### src/verilog/controlUnit_cfg.svh
`ifndef CONTROL_UNIT_CFG_SVH
`define CONTROL_UNIT_CFG_SVH

// instruction word layout
`define CU_WORD_W   16
`define CU_OPCODE_W 5
`define CU_REG_W    3
`define CU_ALU_W    5

// opcodes, in the order the ISA sheet lists them
`define OP_NOT  5'd0
`define OP_INC  5'd1
`define OP_DEC  5'd2
`define OP_MOV  5'd3
`define OP_ADD  5'd4
`define OP_SUB  5'd5
`define OP_AND  5'd6
`define OP_OR   5'd7
`define OP_SHL  5'd8
`define OP_SHR  5'd9
`define OP_PUSH 5'd10
`define OP_POP  5'd11
`define OP_LDM  5'd12   // two-word load immediate
`define OP_LDD  5'd13
`define OP_STD  5'd14
`define OP_JZ   5'd15
`define OP_JN   5'd16
`define OP_JC   5'd17
`define OP_JMP  5'd18
`define OP_CALL 5'd19
`define OP_RET  5'd20
`define OP_RTI  5'd21
`define OP_OUT  5'd22
`define OP_IN   5'd23
`define OP_NOP  5'd24
`define OP_SETC 5'd25
`define OP_CLRC 5'd26

// operation codes seen by the execute stage ALU
`define ALU_NOP  5'd0
`define ALU_NOT  5'd1
`define ALU_INC  5'd2
`define ALU_DEC  5'd3
`define ALU_MOV  5'd4
`define ALU_ADD  5'd5
`define ALU_SUB  5'd6
`define ALU_AND  5'd7
`define ALU_OR   5'd8
`define ALU_SHL  5'd9
`define ALU_SHR  5'd10
`define ALU_LDD  5'd11
`define ALU_STD  5'd12   // also passes rdst through for CALL
`define ALU_JZ   5'd13
`define ALU_JN   5'd14
`define ALU_JC   5'd15
`define ALU_JMP  5'd16
`define ALU_RTI  5'd17   // restores the frozen flags on return
`define ALU_SETC 5'd18
`define ALU_CLRC 5'd19

// stack operation and the cycle inside a two-cycle stack sequence
`define STACK_NONE   2'b00
`define STACK_PUSH   2'b01
`define STACK_POP    2'b11
`define PHASE_NONE   2'b00
`define PHASE_FIRST  2'b11
`define PHASE_SECOND 2'b01

// wrong-path words thrown away after RET or RTI
`define CU_FLUSH_SLOTS 2

`endif
### src/verilog/controlPkg.sv
`include "controlUnit_cfg.svh"

package controlPkg;

    // one fetch word, read either as an instruction or as raw data
    typedef union packed {
        struct packed {
            logic [`CU_OPCODE_W-1:0] opcode;   // top bits select the operation
            logic [`CU_REG_W-1:0]    rdst;
            logic [`CU_REG_W-1:0]    rsrc;
            // low bits carry nothing in the register formats
            logic [`CU_WORD_W-`CU_OPCODE_W-2*`CU_REG_W-1:0] spare;
        } fields;
        logic [`CU_WORD_W-1:0] imm;   // second word of LDM is taken whole
    } instrWord_u;

endpackage

### src/verilog/controlUnit.sv
`timescale 1ns/1ps
`include "controlUnit_cfg.svh"

module controlUnit import controlPkg::*; (
    input  logic                   clk,
    input  logic                   rstN,
    input  logic                   instrValid,
    output logic                   instrReady,
    input  instrWord_u             instrWord,
    input  logic                   irq,
    output logic                   ctlValid,
    input  logic                   ctlReady,
    output logic [`CU_ALU_W-1:0]   aluOp,
    output logic                   regWrite, memRead, memWrite, memToReg, aluSrc,
    output logic                   inPortRead, outPortWrite, setCarry, clearCarry, isShift,
    output logic [1:0]             stackOp,
    output logic [1:0]             stackPhase,
    output logic                   intEntry,
    output logic [`CU_REG_W-1:0]   rdst,
    output logic [`CU_REG_W-1:0]   rsrc,
    output logic [`CU_WORD_W-1:0]  immediate
);

    logic                  bufValid;
    logic                  bufTake;
    instrWord_u            bufWord;
    logic                  seqValid;
    logic                  seqReady;
    logic [`CU_ALU_W-1:0]  seqAluOp;
    logic                  seqRegWrite, seqMemRead, seqMemWrite, seqMemToReg, seqAluSrc;
    logic                  seqInPortRead, seqOutPortWrite, seqSetCarry, seqClearCarry;
    logic                  seqIsShift, seqIntEntry;
    logic [1:0]            seqStackOp;
    logic [1:0]            seqStackPhase;
    logic [`CU_REG_W-1:0]  seqRdst;
    logic [`CU_REG_W-1:0]  seqRsrc;
    logic [`CU_WORD_W-1:0] seqImmediate;

    // fetch side, one cycle of buffering
    instrIntake intake (.*);

    // decode and the multi-cycle sequences sit between the two registers
    issueSequencer sequencer (
        .clk(clk),                   .rstN(rstN),
        .irq(irq),                   .bufValid(bufValid),
        .bufWord(bufWord),           .bufTake(bufTake),
        .seqValid(seqValid),         .seqReady(seqReady),
        .aluOp(seqAluOp),            .regWrite(seqRegWrite),
        .memRead(seqMemRead),        .memWrite(seqMemWrite),
        .memToReg(seqMemToReg),      .aluSrc(seqAluSrc),
        .inPortRead(seqInPortRead),  .outPortWrite(seqOutPortWrite),
        .setCarry(seqSetCarry),      .clearCarry(seqClearCarry),
        .isShift(seqIsShift),        .stackOp(seqStackOp),
        .stackPhase(seqStackPhase),  .intEntry(seqIntEntry),
        .rdst(seqRdst),              .rsrc(seqRsrc),
        .immediate(seqImmediate)
    );

    // execute side, holds the word under back-pressure
    controlIssue issue (.*);

endmodule

### src/verilog/controlIssue.sv
`timescale 1ns/1ps
`include "controlUnit_cfg.svh"

module controlIssue (
    input  logic                   clk,
    input  logic                   rstN,
    input  logic                   seqValid,
    output logic                   seqReady,
    input  logic [`CU_ALU_W-1:0]   seqAluOp,
    input  logic                   seqRegWrite, seqMemRead, seqMemWrite, seqMemToReg,
    input  logic                   seqAluSrc, seqInPortRead, seqOutPortWrite, seqSetCarry,
    input  logic                   seqClearCarry, seqIsShift, seqIntEntry,
    input  logic [1:0]             seqStackOp,
    input  logic [1:0]             seqStackPhase,
    input  logic [`CU_REG_W-1:0]   seqRdst,
    input  logic [`CU_REG_W-1:0]   seqRsrc,
    input  logic [`CU_WORD_W-1:0]  seqImmediate,
    output logic                   ctlValid,
    input  logic                   ctlReady,
    output logic [`CU_ALU_W-1:0]   aluOp,
    output logic                   regWrite, memRead, memWrite, memToReg,
    output logic                   aluSrc, inPortRead, outPortWrite, setCarry,
    output logic                   clearCarry, isShift, intEntry,
    output logic [1:0]             stackOp,
    output logic [1:0]             stackPhase,
    output logic [`CU_REG_W-1:0]   rdst,
    output logic [`CU_REG_W-1:0]   rsrc,
    output logic [`CU_WORD_W-1:0]  immediate
);

    // eleven flag bits, two 2-bit stack codes, two register indices
    localparam int fieldW = `CU_ALU_W + 15 + 2 * `CU_REG_W + `CU_WORD_W;

    logic [fieldW-1:0] nextWord;
    logic [fieldW-1:0] heldWord;
    logic              load;

    assign seqReady = !ctlValid || ctlReady;   // empty, or emptied on this edge
    assign load     = seqValid && seqReady;

    assign nextWord = {seqAluOp, seqRegWrite, seqMemRead, seqMemWrite, seqMemToReg,
                       seqAluSrc, seqInPortRead, seqOutPortWrite, seqSetCarry,
                       seqClearCarry, seqIsShift, seqIntEntry, seqStackOp, seqStackPhase,
                       seqRdst, seqRsrc, seqImmediate};
    assign {aluOp, regWrite, memRead, memWrite, memToReg, aluSrc, inPortRead, outPortWrite,
            setCarry, clearCarry, isShift, intEntry, stackOp, stackPhase,
            rdst, rsrc, immediate} = heldWord;

    always_ff @(posedge clk) begin
        if (!rstN) begin
            ctlValid <= 1'b0;
        end else if (load) begin
            ctlValid <= 1'b1;
        end else if (ctlReady) begin
            ctlValid <= 1'b0;
        end
    end

    always_ff @(posedge clk) begin
        if (load) begin
            heldWord <= nextWord;
        end
    end

    // execute may sample the word on any stalled cycle, so it must not move
    holdUnderStall: assert property (@(posedge clk) disable iff (!rstN)
        ctlValid && !ctlReady |=> ctlValid && $stable(heldWord))
        else $error("control word changed while execute stalled");

endmodule

### src/verilog/issueSequencer.sv
`timescale 1ns/1ps
`include "controlUnit_cfg.svh"

module issueSequencer import controlPkg::*; (
    input  logic                   clk,
    input  logic                   rstN,
    input  logic                   irq,
    input  logic                   bufValid,
    input  instrWord_u             bufWord,
    output logic                   bufTake,
    output logic                   seqValid,
    input  logic                   seqReady,
    output logic [`CU_ALU_W-1:0]   aluOp,
    output logic                   regWrite, memRead, memWrite, memToReg, aluSrc,
    output logic                   inPortRead, outPortWrite, setCarry, clearCarry, isShift,
    output logic [1:0]             stackOp,
    output logic [1:0]             stackPhase,
    output logic                   intEntry,
    output logic [`CU_REG_W-1:0]   rdst,
    output logic [`CU_REG_W-1:0]   rsrc,
    output logic [`CU_WORD_W-1:0]  immediate
);

    localparam logic [2:0] sIdle       = 3'd0;
    localparam logic [2:0] sLdmWait    = 3'd1;   // head of LDM taken, data word next
    localparam logic [2:0] sCallSecond = 3'd2;
    localparam logic [2:0] sRetSecond  = 3'd3;
    localparam logic [2:0] sIntFirst   = 3'd4;
    localparam logic [2:0] sIntSecond  = 3'd5;
    localparam int flushW = $clog2(`CU_FLUSH_SLOTS + 1);

    logic [2:0]              state, nextState;
    logic                    irqPending;
    logic [flushW-1:0]       flushCnt;
    logic                    dropWord;
    logic                    useDec;
    logic [`CU_REG_W-1:0]    savedRdst;
    logic [`CU_ALU_W-1:0]    savedAlu;
    logic [`CU_OPCODE_W-1:0] decOpcode;
    logic [`CU_ALU_W-1:0]    decAluOp;
    logic                    decRegWrite, decMemRead, decMemWrite, decMemToReg, decAluSrc;
    logic                    decInPortRead, decOutPortWrite, decSetCarry, decClearCarry;
    logic                    decIsShift, decMultiCycle;
    logic [1:0]              decStackOp;

    // while LDM waits the buffer holds data, so the decoder is fed the LDM code itself
    assign decOpcode = (state == sLdmWait) ? `OP_LDM : bufWord.fields.opcode;

    opcodeDecoder decoder (
        .opcode(decOpcode),          .aluOp(decAluOp),
        .regWrite(decRegWrite),      .memRead(decMemRead),
        .memWrite(decMemWrite),      .memToReg(decMemToReg),
        .aluSrc(decAluSrc),          .inPortRead(decInPortRead),
        .outPortWrite(decOutPortWrite), .setCarry(decSetCarry),
        .clearCarry(decClearCarry),  .isShift(decIsShift),
        .stackOp(decStackOp),        .multiCycle(decMultiCycle)
    );

    // second cycles and interrupt entry are pure stack traffic
    assign useDec       = (state == sIdle) || (state == sLdmWait);
    assign aluOp        = useDec ? decAluOp : ((state == sRetSecond) ? savedAlu : `ALU_NOP);
    assign regWrite     = useDec && decRegWrite;
    assign memRead      = useDec ? decMemRead : (state == sRetSecond);
    assign memWrite     = useDec ? decMemWrite : (state != sRetSecond);
    assign memToReg     = useDec && decMemToReg;
    assign aluSrc       = useDec && decAluSrc;
    assign inPortRead   = useDec && decInPortRead;
    assign outPortWrite = useDec && decOutPortWrite;
    assign setCarry     = useDec && decSetCarry;
    assign clearCarry   = useDec && decClearCarry;
    assign isShift      = useDec && decIsShift;
    assign stackOp      = useDec ? decStackOp
                                 : ((state == sRetSecond) ? `STACK_POP : `STACK_PUSH);
    assign intEntry     = (state == sIntFirst) || (state == sIntSecond);
    assign rdst         = (state == sIdle) ? bufWord.fields.rdst : savedRdst;
    assign rsrc         = (state == sIdle) ? bufWord.fields.rsrc : '0;
    assign immediate    = (state == sLdmWait) ? bufWord.imm : '0;   // raw view of the data word

    always_comb begin
        seqValid   = 1'b0;
        bufTake    = 1'b0;
        dropWord   = 1'b0;
        stackPhase = `PHASE_NONE;
        nextState  = state;
        case (state)
            sIdle: begin
                if (irqPending) begin
                    nextState = sIntFirst;   // interrupt goes ahead of the buffered word
                end else if (bufValid && (flushCnt != '0)) begin
                    dropWord = 1'b1;   // wrong-path word behind a return
                    bufTake  = 1'b1;
                end else if (bufValid && decMultiCycle && (decStackOp == `STACK_NONE)) begin
                    bufTake   = 1'b1;   // LDM head sends nothing on its own
                    nextState = sLdmWait;
                end else if (bufValid) begin
                    seqValid = 1'b1;
                    bufTake  = seqReady;
                    if (decMultiCycle) begin
                        stackPhase = `PHASE_FIRST;
                        if (seqReady) begin
                            nextState = (decStackOp == `STACK_PUSH) ? sCallSecond : sRetSecond;
                        end
                    end
                end
            end
            sLdmWait: begin
                seqValid = bufValid;
                bufTake  = bufValid && seqReady;
                if (bufValid && seqReady) begin
                    nextState = sIdle;
                end
            end
            sIntFirst: begin
                seqValid   = 1'b1;
                stackPhase = `PHASE_FIRST;
                if (seqReady) begin
                    nextState = sIntSecond;
                end
            end
            sCallSecond, sRetSecond, sIntSecond: begin
                seqValid   = 1'b1;
                stackPhase = `PHASE_SECOND;
                if (seqReady) begin
                    nextState = sIdle;
                end
            end
            default: nextState = sIdle;
        endcase
    end

    always_ff @(posedge clk) begin
        if (!rstN) begin
            state      <= sIdle;
            irqPending <= 1'b0;
            flushCnt   <= '0;
        end else begin
            state <= nextState;
            if (irq) begin
                irqPending <= 1'b1;
            end else if (nextState == sIntFirst) begin
                irqPending <= 1'b0;   // entry has started
            end
            if ((state == sRetSecond) && seqReady) begin
                flushCnt <= flushW'(`CU_FLUSH_SLOTS);
            end else if (dropWord) begin
                flushCnt <= flushCnt - 1'b1;
            end
        end
    end

    // rdst and ALU code survive into the second cycle or the LDM data word
    always_ff @(posedge clk) begin
        if ((state == sIdle) && bufTake) begin
            savedRdst <= bufWord.fields.rdst;
            savedAlu  <= decAluOp;
        end
    end

    // a second stack cycle only ever follows a first one, or itself under a stall
    secondAfterFirst: assert property (@(posedge clk) disable iff (!rstN)
        seqValid && (stackPhase == `PHASE_SECOND) |->
            $past(seqValid && (stackPhase != `PHASE_NONE)))
        else $error("second stack cycle without a first");

    noTakeWhileStalled: assert property (@(posedge clk) disable iff (!rstN)
        seqValid && !seqReady |-> !bufTake)
        else $error("buffer popped while the issue register is full");

endmodule

### src/verilog/opcodeDecoder.sv
`timescale 1ns/1ps
`include "controlUnit_cfg.svh"

module opcodeDecoder (
    input  logic [`CU_OPCODE_W-1:0] opcode,
    output logic [`CU_ALU_W-1:0]    aluOp,
    output logic                    regWrite, memRead, memWrite, memToReg, aluSrc,
    output logic                    inPortRead, outPortWrite, setCarry, clearCarry, isShift,
    output logic [1:0]              stackOp,
    output logic                    multiCycle   // needs more than one sequencer cycle
);

    logic aluClass;
    logic isLoad;

    // register-to-register group, every one writes rdst back
    assign aluClass = opcode inside {`OP_NOT, `OP_INC, `OP_DEC, `OP_MOV, `OP_ADD,
                                     `OP_SUB, `OP_AND, `OP_OR, `OP_SHL, `OP_SHR};
    assign isLoad   = (opcode == `OP_LDD) || (opcode == `OP_POP);   // data comes from memory

    always_comb begin
        case (opcode)
            `OP_NOT:  aluOp = `ALU_NOT;
            `OP_INC:  aluOp = `ALU_INC;
            `OP_DEC:  aluOp = `ALU_DEC;
            `OP_MOV:  aluOp = `ALU_MOV;
            `OP_ADD:  aluOp = `ALU_ADD;
            `OP_SUB:  aluOp = `ALU_SUB;
            `OP_AND:  aluOp = `ALU_AND;
            `OP_OR:   aluOp = `ALU_OR;
            `OP_SHL:  aluOp = `ALU_SHL;
            `OP_SHR:  aluOp = `ALU_SHR;
            `OP_LDD:  aluOp = `ALU_LDD;
            `OP_STD:  aluOp = `ALU_STD;
            `OP_CALL: aluOp = `ALU_STD;   // rdst flows to the PC as the target
            `OP_JZ:   aluOp = `ALU_JZ;
            `OP_JN:   aluOp = `ALU_JN;
            `OP_JC:   aluOp = `ALU_JC;
            `OP_JMP:  aluOp = `ALU_JMP;
            `OP_RTI:  aluOp = `ALU_RTI;
            `OP_SETC: aluOp = `ALU_SETC;
            `OP_CLRC: aluOp = `ALU_CLRC;
            // stack, port, return and LDM traffic only move a value through
            `OP_PUSH, `OP_POP, `OP_LDM, `OP_RET, `OP_IN, `OP_OUT: aluOp = `ALU_MOV;
            default:  aluOp = `ALU_NOP;   // NOP and unused codes
        endcase
    end

    assign regWrite     = aluClass || isLoad || (opcode == `OP_IN) || (opcode == `OP_LDM);
    assign memRead      = isLoad || (opcode == `OP_RET) || (opcode == `OP_RTI);
    assign memWrite     = (opcode == `OP_STD) || (opcode == `OP_PUSH) || (opcode == `OP_CALL);
    assign memToReg     = isLoad;
    assign aluSrc       = (opcode == `OP_LDM);   // the immediate replaces rsrc
    assign inPortRead   = (opcode == `OP_IN);
    assign outPortWrite = (opcode == `OP_OUT);
    assign setCarry     = (opcode == `OP_SETC);
    assign clearCarry   = (opcode == `OP_CLRC);
    assign isShift      = (opcode == `OP_SHL) || (opcode == `OP_SHR);

    always_comb begin
        if ((opcode == `OP_PUSH) || (opcode == `OP_CALL)) begin
            stackOp = `STACK_PUSH;
        end else if ((opcode == `OP_POP) || (opcode == `OP_RET) || (opcode == `OP_RTI)) begin
            stackOp = `STACK_POP;
        end else begin
            stackOp = `STACK_NONE;
        end
    end

    // LDM is the only multi-cycle opcode without a stack operation
    assign multiCycle = opcode inside {`OP_CALL, `OP_RET, `OP_RTI, `OP_LDM};

endmodule

### src/verilog/instrIntake.sv
`timescale 1ns/1ps

module instrIntake import controlPkg::*; (
    input  logic       clk,
    input  logic       rstN,
    input  logic       instrValid,
    output logic       instrReady,
    input  instrWord_u instrWord,
    output logic       bufValid,
    output instrWord_u bufWord,
    input  logic       bufTake      // sequencer consumes the held word this cycle
);

    logic accept;

    // a full buffer can still refill in the cycle it is drained
    assign instrReady = !bufValid || bufTake;
    assign accept     = instrValid && instrReady;

    always_ff @(posedge clk) begin
        if (!rstN) begin
            bufValid <= 1'b0;
        end else if (accept) begin
            bufValid <= 1'b1;
        end else if (bufTake) begin
            bufValid <= 1'b0;
        end
    end

    always_ff @(posedge clk) begin
        if (accept) begin
            bufWord <= instrWord;   // capture the fetch word as it is accepted
        end
    end

    // the sequencer must never pop an empty entry
    takeNeedsWord: assert property (@(posedge clk) disable iff (!rstN)
        bufTake |-> bufValid)
        else $error("intake popped while empty");

endmodule

### config.mk
export PLATFORM = sky130hd
export DESIGN_NAME = controlUnit
export DESIGN_NICKNAME = d
export VERILOG_FILES = /design/src/verilog/controlPkg.sv /design/src/verilog/controlUnit.sv /design/src/verilog/controlIssue.sv /design/src/verilog/issueSequencer.sv /design/src/verilog/opcodeDecoder.sv /design/src/verilog/instrIntake.sv
export VERILOG_INCLUDE_DIRS = /design/src /design/src/verilog
export SDC_FILE = /design/constraint.sdc
export NUM_CORES = 1
export LEC_CHECK = 0
export BUFFER_PORTS_ARGS = -buffer_cell sky130_fd_sc_hd__buf_2
export CORE_UTILIZATION = 35
export DETAILED_ROUTE_END_ITERATION = 8
export PLACE_DENSITY = 0.62
export SETUP_SLACK_MARGIN = 0.02
export SYNTH_ARGS = -nofsm -noshare
export SYNTH_HDL_FRONTEND = slang
export SYNTH_SLANG_ARGS = --single-unit
### constraint.sdc
create_clock -name clk -period 5.8 [get_ports clk]
set_input_delay 0.87 -clock clk [delete_from_list [all_inputs] [get_ports clk]]
set_output_delay 0.87 -clock clk [all_outputs]
set_load 0.01 [all_outputs]
==> metrics.md, run 1 <==
| Metric | Value |
|---|---|
| Setup TNS after final layout | 0 ns |
| Layout area overhead | 17.9% |
| Number of I/O pins | 65 |
| Number of nets with antenna violations after detailed routing | 0 |
| Yosys top cell area share | 58.0% |
| Kind of path behind the tightest hold check | flip-flop to flip-flop |
| Leakage power figure | 1.56 nW |
| Proportion of synthesized chip area in sequential cells | 62.7% |
| Nature of the critical path endpoint | output pin |
| Initial DRT Pass Iterations | 4 |
| Number of antenna violations at the first check in global routing | 0 |
| Worst Path Buf+Inv | 3 |
| Flip-flop and latch count after synthesis | 74 |
| Gates resized, CTS repair | 0 |
| Cell types occupying the most area after synthesis | sky130_fd_sc_hd__edfxtp_1 (58%), sky130_fd_sc_hd__dfxtp_1 (4.7%), sky130_fd_sc_hd__and2_1 (4.4%), sky130_fd_sc_hd__ha_1 (2.9%), sky130_fd_sc_hd__a21oi_1 (2.6%) |
| Worst Skew | 0.00722 ns |
| Post-DR vias/cell | 4.79 |
| Critical path, cell by cell | or3b_1 -> and2_1 -> inv_1 -> ha_1 -> o21ai_2 -> and2_4 -> o311a_1 -> inv_1 -> buf_2 |
| Final Hold Vio Count | 0 |
| Sink count of the clock tree | 74 |
| TritonCTS clock tree | done |
| Final #Nets | 372 |
| Async S/R FF share, synth | 0% |
| Ant diodes | 0 |
| Clock transition at the registers of the reported paths | 0.09 ns |
| Post-Synthesis Mean Instance Area | 12.2 sq um |
| Root Driver | sky130_fd_sc_hd__clkbuf_8 |
| Total grt overflow | 0 |
| WHS Path Cells | 0 |
| Number of warnings issued by yosys | 0 |
| Cell area after technology mapping | 0.00342 sq mm |
| Post-CTS setup buffer count | 0 |
| Initial Utilization | 36.5% |
| Crit Reg-Reg Endpoint | issue.heldWord[28] |
| Maximum fanout encountered on the critical timing path | 13 |
| Total power draw | 1.34 mW |
| Worst Hold Endpoint | sequencer.savedRdst[0] |
| Post-DR wirelength/cell | 14.2 um |
| Minimum period implied by the final worst setup slack | 4.01 ns |
| Critical path's slowest cell | sky130_fd_sc_hd__or3b_1 |
| CP arrival | 3.14 ns |
| Core area | 0.00937 sq mm |
| Vertical die dimension | 101 um |
| Overall routing resource usage | 14.2% |
| Total Die Area | 0.0102 sq mm |
| Std-Cell Rows | 35 |
| Leading register cell type out of synthesis | sky130_fd_sc_hd__edfxtp_1 |
| Number of nets in the synthesized netlist | 309 |
| Origin of the critical flop-to-flop path | sequencer.state[2] |
| Number of buffers added by the clock tree synthesis step | 9 |
| Worst setup path category | flip-flop to output pin |
| First-pass GRT wire length | 10,900 um |
| Layout cell share with drive strength beyond 1 | 25.9% |
| Final max-slew violation count | 0 |
| Achievable clock frequency | 249 MHz |
| Pwr per Cell Area | 333 mW/mm^2 |
| # setup viols final | 0 |
| Launch point of the worst hold path | intake.bufWord[8] |
| Final Cycle Share | 69.2% |
| Total via count in the routed design | 2,285 |
| Cell type group with the largest total delay on the critical path | simple AND/OR/NAND/NOR gates |
| Fillcell total | 906 |
| Worst-Skew Late Latency | 0.34 ns |
| PortBufs | 64 |
| Pin count of the biggest net entering global routing | 43 |
| Type of origin of the critical path | flip-flop |
| VDD IR max | 109 uV |
| Deepest clock path buffer count | 2 |
| EDFF count, synth | 66 |
| Post-synth top cells | sky130_fd_sc_hd__edfxtp_1 (66), sky130_fd_sc_hd__and2_1 (24), sky130_fd_sc_hd__nand2_1 (21) |
| Count leader, synth | sky130_fd_sc_hd__edfxtp_1 |
| Most used cell along the critical path | sky130_fd_sc_hd__inv_1 |
| Unrepaired setup endpoints after global routing | no |
| Max capacitance violation total | 0 |
| Number of global-route vias before repair | 2,207 |
| DR iter-0 viols | 152 |
| Distinct cells, synth | 55 |
| Routed Wire Length | 6780 um |
| DRC violations left | 0 |
| Slew of the pin with the lowest slew margin | 1.11 ns |
| Critical path's largest stage delay | 0.59 ns |
| Number of standard cells after synthesis | 280 |
| Die extent in x | 101 um |
| Required time of the worst setup path | 4.93 ns |
| Detailed placer's ending HPWL | 4680 um |
| Result of the run | complete, no violations |
| Max_slew headroom | 25.7% |
| CTS Hold Buffers Added | 0 |
| Minimum setup slack among reg-to-reg paths | 2.24 ns |
| Final weighted congestion in routability-driven placement | 0.890 |
| Maximum level of the CTS H-tree | 3 |
| Leading area contributor after synthesis | sky130_fd_sc_hd__edfxtp_1 |
| Count of cells along the worst register-to-register path | 8 |
==> how the worst max path moves through the flow <==
stage / end / cells after the start / slack [ns] / start
2_1_floorplan: issue.heldWord[0] / 9 / 1.96 / sequencer.state[2]
5_1_grt: instrReady / 9 / 1.60 / sequencer.state[0]
3_5_place_dp: instrReady / 9 / 2.13 / sequencer.state[0]
4_1_cts: instrReady / 9 / 1.76 / sequencer.state[0]
6_report: instrReady / 9 / 1.79 / sequencer.state[0]
3_3_place_gp: instrReady / 9 / 2.20 / sequencer.state[0]
==> cell type report <==
class                   instances  area [sq um]  area share, %
well taps                     129           161           4.00
clock buffers                   9           124           3.07
repair buffers                 65           328           8.13
inverters                       9          33.8          0.838
multi-input cells             184          1190           29.5
clock inverters                 7          53.8           1.33
flip-flops and latches         74          2140           53.2
==> per-layer routing <==
metal	vias to the layer above	GRT usage [%]	wire length, um
met1	1066	18.0	3120
li1	1143	-	-
met4	0	8.36	52
met3	4	3.54	402
met2	72	22.0	3200
met5	-	0	0
==> report_power, final <==
part | internal (mW) | switching, mW | total (mW)
Sequential | 0.676 | 0.0326 | 0.708
Combinational | 0.102 | 0.168 | 0.270
Clock | 0.158 | 0.206 | 0.364
==> worst register-to-register path, cell delays in order, from the launching register on <==
cell                      delay (ns)
sky130_fd_sc_hd__dfxtp_1        0.63
sky130_fd_sc_hd__or3b_1         0.46
sky130_fd_sc_hd__and2_1         0.30
sky130_fd_sc_hd__inv_1          0.11
sky130_fd_sc_hd__ha_1           0.31
sky130_fd_sc_hd__o21ai_2        0.14
sky130_fd_sc_hd__and2_4         0.19
sky130_fd_sc_hd__a31oi_1        0.13
sky130_fd_sc_hd__nor2_4         0.89
==> cell families after synthesis <==
kind of cell	synth area share [%]
adder cells (fa/ha/maj)	2.93
multiplexers	0.293
AND/OR/NAND/NOR	19.4
AO/OA/AOI/OAI	11.7
flip-flops	62.7
buffers and inverters	2.82
XOR/XNOR	0.256
==> flip-flops by register name, indices dropped and copies added, names as in the netlist <==
| name | count |
|---|---|
| issue.heldWord | 42 |
| intake.bufWord | 16 |
| sequencer.savedAlu | 5 |
| sequencer.savedRdst | 3 |
| sequencer.state | 3 |
| sequencer.flushCnt | 2 |
| intake.bufValid | 1 |
| issue.ctlValid | 1 |
| sequencer.irqPending | 1 |
==> layout by cell type, fill, tap and decap left out, types with 5 or more instances in the layout <==
| cell type | count |
|---|---|
| sky130_fd_sc_hd__dfxtp_1 | 8 |
| sky130_fd_sc_hd__buf_2 | 64 |
| sky130_fd_sc_hd__clkbuf_8 | 9 |
| sky130_fd_sc_hd__and2_1 | 24 |
| sky130_fd_sc_hd__nand2_1 | 21 |
| sky130_fd_sc_hd__o21ai_0 | 9 |
| sky130_fd_sc_hd__ha_1 | 8 |
| sky130_fd_sc_hd__nor2b_1 | 10 |
| sky130_fd_sc_hd__nand3_1 | 5 |
| sky130_fd_sc_hd__inv_1 | 9 |
| sky130_fd_sc_hd__edfxtp_1 | 66 |
| sky130_fd_sc_hd__a21oi_1 | 18 |
| sky130_fd_sc_hd__nand2b_1 | 11 |
| sky130_fd_sc_hd__nor2_1 | 19 |
==> metrics by stage <==
stage / hold slack [ns] / area, sq um / util, % / worst slack (ns) / instances
floorplan: 0.441 / 3420 / - / 1.96 / 280
global placement: 0.477 / 3850 / 41.1 / 2.20 / 461
detailed placement: 0.469 / 3850 / 41.1 / 2.13 / 461
CTS: 0.503 / 4030 / 43.0 / 1.76 / 477
global route: 0.516 / 4030 / 43.0 / 1.60 / 477
finish: 0.489 / 4030 / 43.0 / 1.79 / 477
Power figures use the tool's default switching activity.
==> run 2, diff against run 1 <==
--- a/config.mk
+++ b/config.mk
@@ -6,6 +6,7 @@
 export SDC_FILE = /design/constraint.sdc
 export NUM_CORES = 1
 export LEC_CHECK = 0
+export ABC_AREA = 1
 export BUFFER_PORTS_ARGS = -buffer_cell sky130_fd_sc_hd__buf_2
 export CORE_UTILIZATION = 35
 export DETAILED_ROUTE_END_ITERATION = 8
==> constraint.sdc (replaced) <==
create_clock -name clk -period 4.1 [get_ports clk]
set_input_delay 0.615 -clock clk [delete_from_list [all_inputs] [get_ports clk]]
set_output_delay 0.615 -clock clk [all_outputs]
set_load 0.01 [all_outputs]
==> run 2 against run 1 <==
- combinational power up 130%
- final cell count grew 7.1%
- final area decreased by 0.25%
- critical path depth grew 5
- area after synthesis is 2.7% lower
- sequential share of layout area is 0.13 points higher
- clock skew down 0.0018 ns
- clock power increased by 63%
- hold slack got worse by 0.050 ns
- wire length is 1.5% higher
==> metrics.md, run 2 <==
| Metric | Value |
|---|---|
| Result of the run | complete, no violations |
| Post-CTS setup buffer count | 0 (unchanged) |
| Pwr per Cell Area | 572 mW/mm^2 (+72%) |
| Deepest clock path buffer count | 2 (unchanged) |
| Number of antenna violations at the first check in global routing | 0 (unchanged) |
| Post-DR vias/cell | 4.71 (-1.8%) |
| TritonCTS clock tree | done |
| Total via count in the routed design | 2,405 (+5.3%) |
| Ant diodes | 0 (unchanged) |
| Count leader, synth | sky130_fd_sc_hd__edfxtp_1 |
| Total grt overflow | 0 (unchanged) |
| DRC violations left | 0 (unchanged) |
| Initial DRT Pass Iterations | 6 (+2) |
| Number of standard cells after synthesis | 305 (+8.9%) |
| Number of buffers added by the clock tree synthesis step | 9 (unchanged) |
| Cell types occupying the most area after synthesis | sky130_fd_sc_hd__edfxtp_1 (60%), sky130_fd_sc_hd__inv_1 (6.2%), sky130_fd_sc_hd__nor2_1 (4.9%), sky130_fd_sc_hd__dfxtp_1 (4.8%), sky130_fd_sc_hd__nand2_1 (4.0%) |
| Final max-slew violation count | 0 (unchanged) |
| Required time of the worst setup path | 3.48 ns (-1.45 ns) |
| Leakage power figure | 1.77 nW (+14%) |
| Most common cell after layout, fill and taps aside | sky130_fd_sc_hd__edfxtp_1 |
| Max capacitance violation total | 0 (unchanged) |
| Final Core Density | 43.5% (+0.50 points) |
| DR iter-0 viols | 125 (-18%) |
| Async S/R FF share, synth | 0% (unchanged) |
| Worst Skew | 0.00542 ns (-0.00180 ns) |
| Core area | 0.00924 sq mm (-1.4%) |
| Initial Utilization | 36.0% (-0.50 points) |
| Total Die Area | 0.00989 sq mm (-2.7%) |
| Critical path's largest stage delay | 0.47 ns (-0.12 ns) |
| Largest registers in the final layout | issue.heldWord x42, intake.bufWord x16, sequencer.savedAlu x5 |
| Final Hold Vio Count | 0 (unchanged) |
| First-pass GRT wire length | 11,400 um (+5.1%) |
| Die extent in x | 99.5 um (-1.4%) |
| PortBufs | 64 (unchanged) |
| Yosys top cell area share | 59.6% (+1.6 points) |
| Layout cell share with drive strength beyond 1 | 25.9% (+0.054 points) |
| Top register by number of flip-flops | issue.heldWord |
| Cell type group with the largest total delay on the critical path | simple AND/OR/NAND/NOR gates |
| Proportion of synthesized chip area in sequential cells | 64.4% (+1.8 points) |
| Final #Nets | 406 (+9.1%) |
| Number of warnings issued by yosys | 0 (unchanged) |
| Number of nets in the synthesized netlist | 334 (+8.1%) |
| Unrepaired setup endpoints after global routing | no |
| Number of global-route vias before repair | 2,383 (+8.0%) |
| Type of origin of the critical path | flip-flop |
| Leading register cell type out of synthesis | sky130_fd_sc_hd__edfxtp_1 |
| Layout area overhead | 20.9% |
| Leading cell types in the layout, fill and taps excluded | sky130_fd_sc_hd__edfxtp_1 (66), sky130_fd_sc_hd__buf_2 (64), sky130_fd_sc_hd__inv_1 (55) |
| Sink count of the clock tree | 74 (unchanged) |
| Minimum period implied by the final worst setup slack | 3.29 ns |
| Number of nets with antenna violations after detailed routing | 0 (unchanged) |
| Worst Path Buf+Inv | 2 (-1) |
| Slew of the pin with the lowest slew margin | 0.610 ns (-0.502 ns) |
| Routed Wire Length | 6880 um (+1.5%) |
| Fin Hold WS | 0.440 ns (-0.0495 ns) |
| Worst setup path category | flip-flop to output pin |
| Std-Cell Rows | 35 (unchanged) |
| Post-DR wirelength/cell | 13.5 um (-5.3%) |
| VDD IR max | 202 uV (+86%) |
| Maximum fanout encountered on the critical timing path | 16 (+3) |
| Clock transition at the registers of the reported paths | 0.07 ns (-0.02 ns) |
| Post-Synthesis Mean Instance Area | 10.9 sq um (-11%) |
| Kind of path behind the tightest hold check | primary input to flip-flop |
| Cell area after technology mapping | 0.00332 sq mm (-2.7%) |
| Pin count of the biggest net entering global routing | 29 (-33%) |
| Number of I/O pins | 65 (unchanged) |
| # setup viols final | 0 (unchanged) |
| EDFF count, synth | 66 (unchanged) |
| Gates resized, CTS repair | 0 (unchanged) |
| Final Cycle Share | 80.3% |
| Setup TNS after final layout | 0 ns (unchanged) |
| Root Driver | sky130_fd_sc_hd__clkbuf_8 |
| Nature of the critical path endpoint | output pin |
| Achievable clock frequency | 304 MHz |
| Flip-flop and latch count after synthesis | 74 (unchanged) |
| Flip-flop count of the largest register after layout | 42 (unchanged) |
| Max_slew headroom | 59.3% (+34 points) |
| Overall routing resource usage | 15.5% (+1.3 points) |
| Distinct cells, synth | 35 (-36%) |
| CTS Hold Buffers Added | 0 (unchanged) |
| Fillcell total | 916 (+1.1%) |
| Worst-Skew Late Latency | 0.35 ns (about the same) |
| Leading area contributor after synthesis | sky130_fd_sc_hd__edfxtp_1 |
| Final weighted congestion in routability-driven placement | 0.857 (-3.7%) |
| Post-synth top cells | sky130_fd_sc_hd__edfxtp_1 (66), sky130_fd_sc_hd__inv_1 (55), sky130_fd_sc_hd__nor2_1 (43) |
| Maximum level of the CTS H-tree | 3 (unchanged) |
| Vertical die dimension | 99.5 um (-1.4%) |
| Critical path, cell by cell | nand3_4 -> nand2_1 -> inv_1 -> ha_1 -> o21ai_0 -> nor2_1 -> a21oi_2 -> nand2_2 -> nor2_4 -> nor2_2 -> nand2_1 -> nand2_2 -> o211ai_2 -> buf_2 |
| CP arrival | 2.68 ns (-0.46 ns) |
| Critical path's slowest cell | sky130_fd_sc_hd__dfxtp_1 |
| Detailed placer's ending HPWL | 5140 um (+9.9%) |
-- run 2: cell types whose count changed after synthesis, moves of 4 or more --
cell	before	now
sky130_fd_sc_hd__a21oi_1	18	12
sky130_fd_sc_hd__and2_1	24	0
sky130_fd_sc_hd__buf_2	5	0
sky130_fd_sc_hd__clkbuf_1	7	3
sky130_fd_sc_hd__inv_1	9	55
sky130_fd_sc_hd__nand2_1	21	35
sky130_fd_sc_hd__nand2_2	0	5
sky130_fd_sc_hd__nand2b_1	11	0
sky130_fd_sc_hd__nor2_1	20	43
sky130_fd_sc_hd__nor2_2	0	4
sky130_fd_sc_hd__nor2b_1	10	0
sky130_fd_sc_hd__o21ai_0	9	13
sky130_fd_sc_hd__o22ai_1	1	6
-- run 2: layout make-up --
cell class	count	area, sq um	share of cell area (%)
sequential	74	2140	53.3
multi-input combinational	169	946	23.5
timing repair buffer	66	348	8.65
inverter	57	214	5.32
tap	129	161	4.01
clock buffer	10	128	3.17
clock inverter	6	81.3	2.02
-- run 2: where the power goes --
part | switching (mW) | total [mW] | internal [mW]
registers | 0.0466 | 1.08 | 1.03
logic | 0.417 | 0.625 | 0.208
clock network | 0.255 | 0.593 | 0.338
total | 0.719 | 2.30 | 1.58
-- run 2: path summary, 6_finish.rpt --
kind	from	endpoint	slack (ns)	cells after the start
setup / recovery	sequencer.state[0]	instrReady	0.81	14
hold / removal	instrWord[1]	intake.bufWord[1]	0.44	1
setup reg to reg	sequencer.state[0]	issue.heldWord[24]	0.99	14
hold reg to reg	intake.bufWord[8]	sequencer.savedRdst[0]	0.46	0
-- run 2: logic make-up (layout without fill, tap and decap cells) --
group                    count (synthesis)  count (layout)  synth area share (%)
adder cells (fa/ha/maj)                  8               8                  3.01
buffers and inverters                   62             139                  7.45
AO/OA/AOI/OAI                           53              53                  10.3
flip-flops                              74              74                  64.4
AND/OR/NAND/NOR                        108             108                  14.8
-- run 2: worst reg2reg max path: cells and delay by family, from the launching register on --
kind | cells | cell delay [ns]
AND/OR/NAND/NOR | 7 | 0.90
buffers and inverters | 3 | 0.42
adder cells (fa/ha/maj) | 1 | 0.25
AO/OA/AOI/OAI | 3 | 0.74
flip-flops | 1 | 0.47
-- run 2: stage by stage --
step	power [mW]	setup WS, ns	cell area [sq um]	cells
after floorplan	1.49	0.357	3330	305
after global placement	1.73	1.09	3810	495
after detailed placement	1.73	0.970	3810	495
after CTS	2.33	0.782	4020	511
after global routing	2.45	0.518	4020	511
final	2.30	0.806	4020	511
-- run 2: per-layer routing --
metal / vias to the layer above / global-route usage, % / wire length [um]
met3: 15 / 3.94 / 393
li1: 1184 / - / -
met2: 88 / 25.2 / 3280
met5: - / 0 / 0
met4: 0 / 7.47 / 152
met1: 1118 / 19.3 / 3050
